<file path="src/source/decodePkg.sv">
//--------------------
// shared widths, encodings and bundles for the MIPS decode stage
// referenced by scoped name from the RTL and the testbench
//--------------------
`default_nettype none

package decodePkg;

    typedef logic [31:0] wordT;
    typedef logic [4:0]  regAddrT;
    typedef logic [5:0]  opcodeT;
    typedef logic [5:0]  functT;

    // operand source, driven by the hazard unit
    typedef enum logic [1:0] {
        fwdRegFile = 2'd0,
        fwdExe     = 2'd1,
        fwdMem     = 2'd2,
        fwdWb      = 2'd3
    } fwdSelT;

    typedef enum logic [1:0] {
        pcSeq     = 2'd0,
        pcBranch  = 2'd1,
        pcJump    = 2'd2,
        pcJumpReg = 2'd3
    } pcSelT;

    // only equality compares are kept
    typedef enum logic [1:0] {
        brNone = 2'd0,
        brEq   = 2'd1,
        brNe   = 2'd2
    } branchKindT;

    typedef enum logic [2:0] {
        aluNop  = 3'd0,
        aluAdd  = 3'd1,
        aluSub  = 3'd2,
        aluAnd  = 3'd3,
        aluOr   = 3'd4,
        aluLui  = 3'd5,
        aluLink = 3'd6
    } aluOpT;

    typedef enum logic [1:0] {
        srcBReg  = 2'd0,
        srcBSext = 2'd1,
        srcBZext = 2'd2
    } srcBT;

    typedef struct packed {
        aluOpT   aluOp;
        srcBT    srcB;
        logic    regWrite;
        regAddrT destReg;
        logic    reservedInst;
    } ctrlT;

    // ID/EXE bundle, all zeros is a bubble
    typedef struct packed {
        logic valid;
        ctrlT ctrl;
        wordT pc;
        wordT operandA;
        wordT operandB;
        wordT signImm;
        wordT zeroImm;
    } idExeT;

    // standard MIPS encodings
    localparam opcodeT opSpecial = 6'h00;
    localparam opcodeT opJ       = 6'h02;
    localparam opcodeT opJal     = 6'h03;
    localparam opcodeT opBeq     = 6'h04;
    localparam opcodeT opBne     = 6'h05;
    localparam opcodeT opAddiu   = 6'h09;
    localparam opcodeT opOri     = 6'h0d;
    localparam opcodeT opLui     = 6'h0f;

    localparam functT fnJr   = 6'h08;
    localparam functT fnAddu = 6'h21;
    localparam functT fnSubu = 6'h23;
    localparam functT fnAnd  = 6'h24;
    localparam functT fnOr   = 6'h25;

    localparam regAddrT linkReg = 5'd31;

endpackage

`default_nettype wire

</file>
<file path="src/source/instrDecoder.sv">
//--------------------
// instruction field decode for the ID stage
// produces control, immediates, destination register and the
// pc-relative and absolute jump targets, all combinational
//--------------------
`timescale 1ns/1ns
`default_nettype none

module instrDecoder (
    input  wire decodePkg::wordT       inst,
    input  wire decodePkg::wordT       pc,
    output decodePkg::regAddrT         rsAddr,
    output decodePkg::regAddrT         rtAddr,
    output decodePkg::ctrlT            ctrl,
    output decodePkg::branchKindT      branchKind,
    output logic                       isJump,
    output logic                       isJumpReg,
    output decodePkg::wordT            signImm,
    output decodePkg::wordT            zeroImm,
    output decodePkg::wordT            branchTarget,
    output decodePkg::wordT            jumpTarget
);

    decodePkg::opcodeT  opcode;
    decodePkg::functT   funct;
    decodePkg::regAddrT rdAddr;
    decodePkg::wordT    pcPlus4;

    assign opcode = inst[31:26];
    assign funct  = inst[5:0];
    assign rsAddr = inst[25:21];
    assign rtAddr = inst[20:16];
    assign rdAddr = inst[15:11];

    assign signImm = {{16{inst[15]}}, inst[15:0]};
    assign zeroImm = {16'h0000, inst[15:0]};

    assign pcPlus4 = pc + 32'd4;

    // branch offset counts words from the delay slot
    assign branchTarget = pcPlus4 + {signImm[29:0], 2'b00};
    assign jumpTarget   = {pcPlus4[31:28], inst[25:0], 2'b00};

    always_comb begin
        ctrl       = '0;
        branchKind = decodePkg::brNone;
        isJump     = 1'b0;
        isJumpReg  = 1'b0;

        case (opcode)
            decodePkg::opSpecial: begin
                // R-type writes rd
                ctrl.srcB     = decodePkg::srcBReg;
                ctrl.regWrite = 1'b1;
                ctrl.destReg  = rdAddr;
                case (funct)
                    decodePkg::fnAddu: ctrl.aluOp = decodePkg::aluAdd;
                    decodePkg::fnSubu: ctrl.aluOp = decodePkg::aluSub;
                    decodePkg::fnAnd:  ctrl.aluOp = decodePkg::aluAnd;
                    decodePkg::fnOr:   ctrl.aluOp = decodePkg::aluOr;
                    decodePkg::fnJr: begin
                        isJumpReg     = 1'b1;
                        ctrl.regWrite = 1'b0;
                        ctrl.destReg  = '0;
                    end
                    default: begin
                        ctrl.reservedInst = 1'b1;
                        ctrl.regWrite     = 1'b0;
                        ctrl.destReg      = '0;
                    end
                endcase
            end
            decodePkg::opAddiu: begin
                ctrl.aluOp    = decodePkg::aluAdd;
                ctrl.srcB     = decodePkg::srcBSext;
                ctrl.regWrite = 1'b1;
                ctrl.destReg  = rtAddr;
            end
            decodePkg::opOri: begin
                ctrl.aluOp    = decodePkg::aluOr;
                ctrl.srcB     = decodePkg::srcBZext;
                ctrl.regWrite = 1'b1;
                ctrl.destReg  = rtAddr;
            end
            decodePkg::opLui: begin
                // upper half comes from the zero-extended immediate
                ctrl.aluOp    = decodePkg::aluLui;
                ctrl.srcB     = decodePkg::srcBZext;
                ctrl.regWrite = 1'b1;
                ctrl.destReg  = rtAddr;
            end
            decodePkg::opBeq: branchKind = decodePkg::brEq;
            decodePkg::opBne: branchKind = decodePkg::brNe;
            decodePkg::opJ:   isJump = 1'b1;
            decodePkg::opJal: begin
                isJump        = 1'b1;
                ctrl.aluOp    = decodePkg::aluLink;
                ctrl.regWrite = 1'b1;
                ctrl.destReg  = decodePkg::linkReg;
            end
            default: ctrl.reservedInst = 1'b1;
        endcase
    end

    // at most one kind of control transfer per instruction
    noMixedTransfer: assert final (
        $onehot0({isJump, isJumpReg, branchKind != decodePkg::brNone})
    ) else $error("instrDecoder: more than one control transfer decoded");

endmodule

`default_nettype wire

</file>
<file path="src/source/operandResolve.sv">
//--------------------
// operand forwarding for the ID stage
// picks each operand from the register file or a later stage,
// then feeds the equality compare and the jr target
//--------------------
`timescale 1ns/1ns
`default_nettype none

module operandResolve (
    input  wire decodePkg::wordT   regData1,
    input  wire decodePkg::wordT   regData2,
    input  wire decodePkg::wordT   exeData,
    input  wire decodePkg::wordT   memData,
    input  wire decodePkg::wordT   wbData,
    input  wire decodePkg::fwdSelT fwdSel1,
    input  wire decodePkg::fwdSelT fwdSel2,
    output decodePkg::wordT        operandA,
    output decodePkg::wordT        operandB,
    output logic                   operandsEqual,
    output decodePkg::wordT        jumpRegTarget
);

    // same four-way choice for both read ports
    function automatic decodePkg::wordT pickSource(
        input decodePkg::fwdSelT sel,
        input decodePkg::wordT   fromRegFile,
        input decodePkg::wordT   fromExe,
        input decodePkg::wordT   fromMem,
        input decodePkg::wordT   fromWb
    );
        decodePkg::wordT chosen;
        case (sel)
            decodePkg::fwdExe: chosen = fromExe;
            decodePkg::fwdMem: chosen = fromMem;
            decodePkg::fwdWb:  chosen = fromWb;
            default:           chosen = fromRegFile;
        endcase
        return chosen;
    endfunction

    assign operandA = pickSource(fwdSel1, regData1, exeData, memData, wbData);
    assign operandB = pickSource(fwdSel2, regData2, exeData, memData, wbData);

    // branch decision uses the forwarded values
    assign operandsEqual = (operandA == operandB);
    assign jumpRegTarget = operandA;

    // hazard unit must always drive a defined select
    selectsKnown: assert final (!$isunknown({fwdSel1, fwdSel2}))
        else $error("operandResolve: forwarding select is unknown");

endmodule

`default_nettype wire

</file>
<file path="src/source/decodeIssue.sv">
//--------------------
// next-pc choice and the ID/EXE pipeline register
// a stall loads a bubble, the bundle lands one cycle after decode
//--------------------
`timescale 1ns/1ns
`default_nettype none

module decodeIssue (
    input  wire                         clk,
    input  wire                         rst,
    input  wire                         stall,
    input  wire decodePkg::ctrlT        ctrl,
    input  wire decodePkg::branchKindT  branchKind,
    input  wire                         isJump,
    input  wire                         isJumpReg,
    input  wire                         operandsEqual,
    input  wire decodePkg::wordT        pc,
    input  wire decodePkg::wordT        operandA,
    input  wire decodePkg::wordT        operandB,
    input  wire decodePkg::wordT        signImm,
    input  wire decodePkg::wordT        zeroImm,
    output decodePkg::pcSelT            pcSel,
    output decodePkg::idExeT            idExe
);

    logic            branchTaken;
    decodePkg::idExeT nextBundle;

    assign branchTaken = (branchKind == decodePkg::brEq && operandsEqual)
                      || (branchKind == decodePkg::brNe && !operandsEqual);

    always_comb begin
        if (branchTaken) begin
            pcSel = decodePkg::pcBranch;
        end else if (isJump) begin
            pcSel = decodePkg::pcJump;
        end else if (isJumpReg) begin
            pcSel = decodePkg::pcJumpReg;
        end else begin
            pcSel = decodePkg::pcSeq;
        end
    end

    always_comb begin
        nextBundle.valid    = 1'b1;
        nextBundle.ctrl     = ctrl;
        nextBundle.pc       = pc;
        nextBundle.operandA = operandA;
        nextBundle.operandB = operandB;
        nextBundle.signImm  = signImm;
        nextBundle.zeroImm  = zeroImm;
    end

    // bubble is the all-zero bundle
    always_ff @(posedge clk) begin
        if (rst || stall) begin
            idExe <= '0;
        end else begin
            idExe <= nextBundle;
        end
    end

    // EXE must never retire a write from an empty slot
    bubbleNoWrite: assert property (
        @(posedge clk) !idExe.valid |-> !idExe.ctrl.regWrite
    ) else $error("decodeIssue: register write flagged on an invalid slot");

endmodule

`default_nettype wire

</file>
<file path="src/source/decodeStage.sv">
//--------------------
// top of the MIPS decode stage
// register file, hazard unit and fetch stay outside,
// idExe feeds the execute stage
//--------------------
`timescale 1ns/1ns
`default_nettype none

module decodeStage (
    input  wire                         clk,
    input  wire                         rst,
    input  wire decodePkg::wordT        inst,
    input  wire decodePkg::wordT        pc,
    input  wire decodePkg::wordT        regData1,
    input  wire decodePkg::wordT        regData2,
    input  wire decodePkg::wordT        exeData,
    input  wire decodePkg::wordT        memData,
    input  wire decodePkg::wordT        wbData,
    input  wire decodePkg::fwdSelT      fwdSel1,
    input  wire decodePkg::fwdSelT      fwdSel2,
    input  wire                         stall,
    output decodePkg::regAddrT          regAddr1,
    output decodePkg::regAddrT          regAddr2,
    output decodePkg::pcSelT            pcSel,
    output decodePkg::wordT             branchTarget,
    output decodePkg::wordT             jumpTarget,
    output decodePkg::wordT             jumpRegTarget,
    output decodePkg::idExeT            idExe
);

    decodePkg::ctrlT       ctrl;
    decodePkg::branchKindT branchKind;
    logic                  isJump;
    logic                  isJumpReg;
    logic                  operandsEqual;
    decodePkg::wordT       signImm;
    decodePkg::wordT       zeroImm;
    decodePkg::wordT       operandA;
    decodePkg::wordT       operandB;

    // rs and rt go straight out as register file read addresses
    instrDecoder decoder (
        .inst         (inst),
        .pc           (pc),
        .rsAddr       (regAddr1),
        .rtAddr       (regAddr2),
        .ctrl         (ctrl),
        .branchKind   (branchKind),
        .isJump       (isJump),
        .isJumpReg    (isJumpReg),
        .signImm      (signImm),
        .zeroImm      (zeroImm),
        .branchTarget (branchTarget),
        .jumpTarget   (jumpTarget)
    );

    operandResolve resolver (
        .regData1      (regData1),
        .regData2      (regData2),
        .exeData       (exeData),
        .memData       (memData),
        .wbData        (wbData),
        .fwdSel1       (fwdSel1),
        .fwdSel2       (fwdSel2),
        .operandA      (operandA),
        .operandB      (operandB),
        .operandsEqual (operandsEqual),
        .jumpRegTarget (jumpRegTarget)
    );

    decodeIssue issue (
        .clk           (clk),
        .rst           (rst),
        .stall         (stall),
        .ctrl          (ctrl),
        .branchKind    (branchKind),
        .isJump        (isJump),
        .isJumpReg     (isJumpReg),
        .operandsEqual (operandsEqual),
        .pc            (pc),
        .operandA      (operandA),
        .operandB      (operandB),
        .signImm       (signImm),
        .zeroImm       (zeroImm),
        .pcSel         (pcSel),
        .idExe         (idExe)
    );

endmodule

`default_nettype wire

</file>
<file path="config.mk">
export PLATFORM = sky130hd
export DESIGN_NAME = decodeStage
export DESIGN_NICKNAME = d
export VERILOG_FILES = /design/src/source/decodePkg.sv /design/src/source/instrDecoder.sv /design/src/source/operandResolve.sv /design/src/source/decodeIssue.sv /design/src/source/decodeStage.sv
export SDC_FILE = /design/constraint.sdc
export NUM_CORES = 1
export LEC_CHECK = 0
export BUFFER_PORTS_ARGS = -buffer_cell sky130_fd_sc_hd__buf_2
export CAP_MARGIN = 20
export CORE_AREA = 2 2 200 202
export DETAILED_ROUTE_END_ITERATION = 10
export DIE_AREA = 0 0 202 204
export PLACE_DENSITY = 0.53
export SYNTH_ARGS = -nofsm -noshare
export SYNTH_HDL_FRONTEND = slang
export SYNTH_SLANG_ARGS = --single-unit
export TNS_END_PERCENT = 10
</file>
<file path="constraint.sdc">
create_clock -name clk -period 11.5 [get_ports clk]
set_input_delay 1.725 -clock clk [delete_from_list [all_inputs] [get_ports clk]]
set_output_delay 1.725 -clock clk [all_outputs]
set_load 0.02 [all_outputs]
</file>
Yosys cells after proc, flatten, opt, wreduce, memory -nomap -nowiden
Index checks and enable logic that the tools add are counted.
Storage, ports and cells
  register bits after elaboration: 157
  bits in latches: 0
  RAM bits: 0
  bits in read-only memories: 0
  bits of input ports: 231
  output and inout bits: 281
  memories kept: 0
Cells by class
  add/sub/neg operators: 2
  multipliers: 0
  div/mod/pow operators: 0
  magnitude comparators: 0
  eq/ne operators: 21
  shift operators: 0
  muxes and demuxes: 17
  bitwise operators: 0
  reduce and logical (&&, ||, !) cells: 12
Operators with widths (number)
  32-bit case mux with 3 select lines: 2
  173-bit 2-to-1 mux: 1
  32-bit by 3-bit adder with 32-bit output (second input constant): 1
  32-bit adder: 1
  32-bit equality test: 1
  6-bit by 4-bit equality test with 1-bit output (second input constant): 4
  6-bit equality test (second input constant): 4
  6-bit case mux with 3 select lines: 1
  3-bit case mux with 5 select lines: 1
  6-bit by 2-bit equality test with 1-bit output (second input constant): 2
  6-bit by 3-bit equality test with 1-bit output (second input constant): 2
  3-bit case mux with 4 select lines: 1
  2-bit equality test (second input constant): 5
  2-bit case mux with 2 select lines: 2
  7-bit OR reduction: 1
  2-bit by 1-bit equality test with 1-bit output (second input constant): 3
  6-bit zero test: 1
  2-bit 2-to-1 mux: 3
  6-bit 2-to-1 mux: 1
  5-bit OR reduction: 1
  1-bit 2-to-1 mux: 4
  2-bit OR reduction: 2
  4-bit OR reduction: 1
  3-bit OR reduction: 1
  4 further kinds: 6

Longest topological paths before layout
Gate-level depths: netlist (run 1).
  depth in word-level cells: 7
  depth in mapped cells: 16
  depth with buffers taken out: 15

Hierarchy
A second synthesis (run 1) with hierarchy kept.
Second synthesis, totals
  cells, all modules: 998
  area, all modules: 10216.0 µm²
By module, submodules not included
  decodeIssue: instances 1, cells an instance 370, area an instance 4685.7 µm²
  instrDecoder: instances 1, cells an instance 473, area an instance 3334.4 µm²
  operandResolve: instances 1, cells an instance 155, area an instance 2195.9 µm²

Worst setup path before layout (run 1)
Ideal clock, no wire load.
  kind: input-to-output
  start: input pc[4]
  end: output branchTarget[31]
  arrival: 4.690 ns
  required time: 9.775 ns
  setup slack: 5.085 ns
  stages: 13
  path buffers: 2
  path through: and4_1 > buf_2 > and4_1 > and2_1 > nand4_1 > xnor2_1 > ha_1 > clkbuf_1 > nand2_1 > or3_1 > o211ai_1 > a211oi_2 > o311ai_1
Between the ends
  cells in the longest elaborated chain, start to end: 2
RTL lines
  from (decl): line decodeStage.sv:13  | input wire decodePkg::wordT pc,
  32-bit by 3-bit adder with 32-bit output: line instrDecoder.sv:38  | assign pcPlus4 = pc + 32'd4;
  32-bit adder: line instrDecoder.sv:41  | assign branchTarget = pcPlus4 + {signImm[29:0], 2'b00};
  to (decl): line decodeStage.sv:25  | output decodePkg::wordT branchTarget,
Every way passes these cells.

Final worst setup path (run 1)
  start: input pc[4]
  end: output branchTarget[30]
Same word-level chain as after synthesis.

==> flow_metrics.tcl, run 1 <==
set metrics [dict create \
    grt_use_total 0.169 \
    fin_crit_sh 0.614 \
    drc_errors 0 \
    yosysWarningCount 0 \
    grt_start_max_net_pins 115 \
    gp_congestion 0.856 \
    setup_tns_ns 0 \
    cp-start-kind "input port" \
    core-area_um2 39200 \
    finalPower_w 0.00148 \
    dieArea_um2 41200 \
    drv_slew 0 \
    synthFlopType "dfxtp_1" \
    cts_buffer_depth 2 \
    rsz0062_at_grt "false" \
    io_pins 512 \
    synth_area_um2 8430 \
    overflow 0 \
    cpMaxStageDelayCell "a311oi_2" \
    async_flop_share 0 \
    wl_per_cell_um 20.0 \
    placed_area_um2 10700 \
    cts_tree "built" \
    regMostFlops "issue.idExe" \
    crit_path_start "pc[4]" \
    ys_top_cells_by_count "dfxtp_1, and2_1, buf_4" \
    setup.worst_path.class "in -> out" \
    relSlewSlack 0.300 \
    synth_top_area_share 0.297 \
    ys_seq_elements 125 \
    drive_gt1_frac 0.467 \
    fin_ws_ns 4.44 \
    cp_cell_sequence "buf_2, and4_1, and4_1, nand4_1, xnor2_1, ha_1, nand3_1, a2111oi_0, a22oi_1, a311oi_2, o21ai_0, o21ai_1, xor2_1, buf_2" \
    die_w_um 202 \
    synth_most_common_cell "dfxtp_1" \
    holdCritStartpoint "pc[0]" \
    hp-class "in -> reg" \
    yosysUniqueCellTypes 53 \
    peakVddDrop_mv 0.0996 \
    yosysSeqAreaShare 0.297 \
    yosys.area.top_type "dfxtp_1" \
    h-tree-depth 4 \
    vias 7898 \
    synthCells 836 \
    drt-initial-drc-count 332 \
    reg_top3 "issue.idExe: 125 flops" \
    via_per_inst 4.44 \
    start_util 0.215 \
    finalNetCount 1500 \
    row_count 73 \
    cts_post_setup_buffers_inserted 0 \
    ctsHoldBuffers 0 \
    setup_viol_count_final 0 \
    final_hold_viol_count 0 \
    cpPeakStageDelay_ns 0.51 \
    dp.cells 1737 \
    routed_wirelength_mm 35.6 \
    antenna_found_initial 18 \
    cts.sinks 125 \
    final_cell_area_um2 11300 \
    syn_area_per_cell_um2 10.1 \
    status "finished clean" \
    dp_slack_ns 4.41 \
    grt_pass1_wl_mm 50.5 \
    clock.fmax_mhz 142 \
    crit_required_ns 9.78 \
    post_cts_resized 0 \
    clk_pin_slew_ns 0.06 \
    synth.top_cells.by_area "dfxtp_1, mux4_2, and2_1" \
    portBuffers 478 \
    hold_end "issue.idExe[128]$_SDFF_PN0_" \
    hpwl_mm 29.1 \
    die-height_um 204 \
    period_needed_ns 7.06 \
    cp_max_fo 8 \
    area_growth_pct 34.1 \
    first_pass_iters 5 \
    leakage_nw 5.43 \
    maxCapViolations 0 \
    cts_buffers 17 \
    whs_path_depth 2 \
    fill_cells 4264 \
    antenna_left 0 \
    largest_register_ffs 125 \
    synth-edff-count 0 \
    finalNonFillerCells 1778 \
    p_per_area_nw_per_um2 131 \
    worst_ep_arrival_time_ns 5.34 \
    worst_pin_slew_ns 1.05 \
    end_kind "primary output" \
    grt_pass1_vias 7698 \
    cts_root_buf "clkbuf_16" \
]
## critical path, delay by kind of cell
| kind | cells | cell delay, ns |
|---|---|---|
| AND/OR/NAND/NOR | 4 | 1.00 |
| AO/OA/AOI/OAI | 5 | 1.47 |
| adder cells (fa/ha/maj) | 1 | 0.43 |
| buffers and inverters | 2 | 0.34 |
| XOR/XNOR | 2 | 0.36 |
## where the power goes
| group | total [W] | switching, W | leakage [nW] | internal (W) |
|---|---|---|---|---|
| clock | 0.000565 | 0.000225 | 0.286 | 0.000340 |
| combinational | 0.000453 | 0.000277 | 4.12 | 0.000176 |
| sequential | 0.000458 | 0.00000537 | 1.03 | 0.000452 |
## per-layer routing
metal  GRT usage  wire, µm  vias up
met4      0.0625       660        8
met5           0        57        -
met2       0.312     19100      326
li1            -         -     3682
met1       0.180     13600     3833
met3      0.0520      2240       49
## placed cells by master, fill, tap and decap left out, types with 9 or more instances in the layout
master / synthesis / routed
buf_2: 6 / 478
nand4_1: 13 / 13
dfxtp_1: 125 / 125
nand3_1: 16 / 16
ha_1: 37 / 37
conb_1: 1 / 18
xor2_1: 45 / 45
nor2_1: 30 / 30
mux4_2: 58 / 58
and3_1: 13 / 13
clkbuf_16: 0 / 17
and2_1: 114 / 114
a21oi_1: 38 / 38
nand2_1: 42 / 42
a21o_1: 19 / 19
xnor2_1: 43 / 43
o21ai_0: 20 / 20
diode_2: 0 / 9
## layout make-up
class	count	area, µm²	area share
clock buffer	18	429	0.0380
antenna	9	22.5	0.00199
inverter	8	31.3	0.00277
sequential	125	2500	0.221
multi-input combinational	596	5060	0.448
timing repair buffer	483	2430	0.215
clock inverter	14	171	0.0152
tap	525	657	0.0581
## worst max-delay path by stage
| stage | endpoint | slack [ns] | cells after the start |
|---|---|---|---|
| global placement | branchTarget[30] | 4.45 | 14 |
| floorplan | branchTarget[31] | 5.09 | 13 |
| detailed placement | branchTarget[30] | 4.41 | 14 |
| global route | branchTarget[28] | 4.20 | 15 |
| finish | branchTarget[30] | 4.44 | 14 |
| CTS | branchTarget[30] | 4.38 | 14 |
## per-stage QoR
| step | hold WS [ns] | utilization |
|---|---|---|
| final | 1.50 | 0.289 |
| after global routing | 1.47 | 0.288 |
| after CTS | 1.45 | 0.288 |
| after detailed placement | 1.94 | 0.273 |
| after global placement | 1.94 | 0.273 |
| after floorplan | 1.80 | - |
## cell families after synthesis
logic type,synth area share
AOI/OAI and AO/OA,0.0923
other,0.000445
DFF,0.297
muxes,0.174
buffers and inverters,0.110
and+or+nand+nor,0.178
adders and majority gates,0.0573
xor gates and xnor gates,0.0914
(Power assumes the default switching activity.)
==> run 2, diff against run 1 <==
ABC_AREA = 1   (was default)
CORE_AREA = 2 2 196 198   (was 2 2 200 202)
DIE_AREA = 0 0 198 200   (was 0 0 202 204)
PLACE_DENSITY = 0.6   (was 0.53)
clock period = 5.7 ns   (was 11.5 ns; I/O delays follow)
==> flow_metrics.tcl, run 2 <==
set metrics [dict create \
    reg_top3 "issue.idExe: 125 flops" \
    yosysSeqAreaShare 0.258 \
    synth_compound_area_frac 0.130 \
    core-area_um2 37400 \
    status "finished clean" \
    gp_congestion 0.909 \
    synth_area_um2 9680 \
    synthAdderAreaFrac 0.0499 \
    routed_wirelength_mm 44.3 \
    layout_common_cells "buf_2, nor2_1, nand2_1, inv_1, dfxtp_1" \
    dieArea_um2 39600 \
    area_growth_pct 29.4 \
    finalNonFillerCells 2479 \
    synth_top_area_share 0.258 \
    h-tree-depth 4 \
    combPwrFrac 0.333 \
    fin_crit_sh 0.905 \
    vias 11600 \
    crit_required_ns 4.85 \
    row_count 71 \
    ys_top_cells_by_count "nor2_1, nand2_1, inv_1" \
    finalPower_w 0.00311 \
    synth-simple-area-share 0.361 \
    synthMuxAreaShare 0 \
    grt_use_met1 0.237 \
    p_per_area_nw_per_um2 248 \
    hpwl_mm 36.0 \
    synth_xor_area_frac 0.0452 \
    leakage_nw 6.97 \
    end_kind "primary output" \
    peakVddDrop_mv 0.198 \
    wl_per_cell_um 17.9 \
    grt_use_total 0.219 \
    clk_pin_slew_ns 0.06 \
    cp_max_fo 6 \
    worst_ep_arrival_time_ns 4.30 \
    cp-start-kind "input port" \
    async_flop_share 0 \
    fill_cells 4185 \
    cts_tree "built" \
    synth_top_family_by_area "simple AND/OR/NAND/NOR gates" \
    largest_register_ffs 125 \
    antenna_found_initial 14 \
    synth-edff-count 0 \
    holdCritStartpoint "rst" \
    synth_most_common_cell "nor2_1" \
    use_met3 0.0559 \
    p_sw_w 0.00118 \
    die-height_um 200 \
    hp-class "in -> reg" \
    via_per_inst 4.68 \
    start_util 0.259 \
    grt_pass1_wl_mm 64.7 \
    final_hold_viol_count 0 \
    hold_end "issue.idExe[172]$_DFF_P_" \
    relSlewSlack 0.480 \
    clock.fmax_mhz 194 \
    whs_ns 0.616 \
    first_pass_iters 7 \
    ctsHoldBuffers 0 \
    busiest_layer "met2" \
    dp.cells 2439 \
    pwr-share-seq 0.298 \
    regMostFlops "issue.idExe" \
    setup.worst_path.class "in -> out" \
    overflow 0 \
    met2_usage 0.395 \
    drt-initial-drc-count 623 \
    finalNetCount 2216 \
    netSwitchingFraction 0.379 \
    synthFlopType "dfxtp_1" \
    grt_start_max_net_pins 72 \
    rsz0062_at_grt "false" \
    cts_buffers 17 \
    cts_buffer_depth 2 \
    yosysWarningCount 0 \
    ys_seq_elements 125 \
    final_common_cell "buf_2" \
    drv_slew 0 \
    whs_path_depth 2 \
    cts.sinks 125 \
    synthCells 1563 \
    synth.top_cells.by_area "dfxtp_1, nor2_1, nand2_1" \
    portBuffers 478 \
    yosysUniqueCellTypes 44 \
    period_needed_ns 5.16 \
    cts_post_setup_buffers_inserted 0 \
    grt_pass1_vias 11200 \
    io_pins 512 \
    intPower_w 0.00193 \
    die_w_um 198 \
    yosys.area.top_type "dfxtp_1" \
    antenna_left 0 \
    syn_area_per_cell_um2 6.19 \
    maxCapViolations 0 \
    cts_root_buf "clkbuf_16" \
    drc_errors 0 \
    worst_pin_slew_ns 0.781 \
    setup_tns_ns 0 \
    clkPwrFrac 0.369 \
    post_cts_resized 0 \
    drive_gt1_frac 0.277 \
    setup_viol_count_final 0 \
]
-- run 2: cell types whose count changed in the layout (fill, tap and decap cells not counted), sizes merged, moves of 14 or more --
cell and delta:
a21oi +38, nand3 +89, nand2 +277, and2 -113, o21ai +22, xnor2 -34
inv +144, mux4 -64, a21o -14, nor2 +362, o21bai +56
-- run 2: worst max path at each step --
stage | from | endpoint | slack [ns] | cells past startpoint
after floorplan | pc[2] | branchTarget[31] | 1.21 | 18
after global routing | pc[3] | branchTarget[29] | 0.22 | 17
final | pc[4] | branchTarget[29] | 0.54 | 17
after CTS | pc[4] | branchTarget[29] | 0.55 | 17
after detailed placement | pc[4] | branchTarget[29] | 0.55 | 17
after global placement | pc[2] | branchTarget[31] | 0.65 | 23
-- run 2: area by class of cell --
| class | instances | area [µm²] | area share |
|---|---|---|---|
| antenna | 8 | 20.0 | 0.00160 |
| clock buffer | 19 | 433 | 0.0346 |
| inverter | 149 | 577 | 0.0461 |
| clock inverter | 13 | 165 | 0.0132 |
| sequential | 125 | 2500 | 0.200 |
| timing repair buffer | 486 | 2450 | 0.196 |
| tap | 511 | 639 | 0.0510 |
| multi-input combinational | 1168 | 5740 | 0.458 |
-- run 2: through the flow --
step                setup slack, ns  area (µm²)   util
floorplan                      1.21        9740      -
global placement              0.647       11900  0.318
detailed placement            0.551       11900  0.318
CTS                           0.550       12500  0.334
global route                  0.220       12500  0.335
finish                        0.541       12500  0.335
-- run 2: power by group through the flow --
| stage | Combinational [W] | Clock [W] | Sequential, W |
|---|---|---|---|
| final | 0.00104 | 0.00115 | 0.000924 |
| after global routing | 0.00114 | 0.00121 | 0.000928 |
| after CTS | 0.00104 | 0.00118 | 0.000925 |
| after detailed placement | 0.00103 | 0 | 0.000944 |
| after global placement | 0.00103 | 0 | 0.000943 |
| after floorplan | 0.000626 | 0 | 0.000991 |
-- run 2: critical path, stage by stage --
cell	delay, ns
buf_2	0.12
inv_1	0.07
nor3_2	0.29
nand3_1	0.36
nor2_2	0.37
and3_1	0.27
xor2_1	0.17
inv_1	0.06
ha_1	0.39
nand2_1	0.09
nor2_1	0.28
nand4_1	0.17
nor4_1	0.21
nand2_1	0.08
o211ai_1	0.11
xor2_1	0.21
buf_2	0.20
-- run 2: kinds of logic (layout without fill, tap and decap cells) --
kind of cell / Yosys count / in the layout
XOR/XNOR: 50 / 50
buffers and inverters: 287 / 667
AO/OA/AOI/OAI: 206 / 206
flip-flops: 125 / 125
other: 1 / 26
adder cells (fa/ha/maj): 38 / 38
AND/OR/NAND/NOR: 856 / 856
-- run 2: layer usage --
layer	vias to the layer above	wire, µm
li1	5635	-
met4	8	2050
met2	576	21900
met3	94	3250
met5	-	45
met1	5296	17100
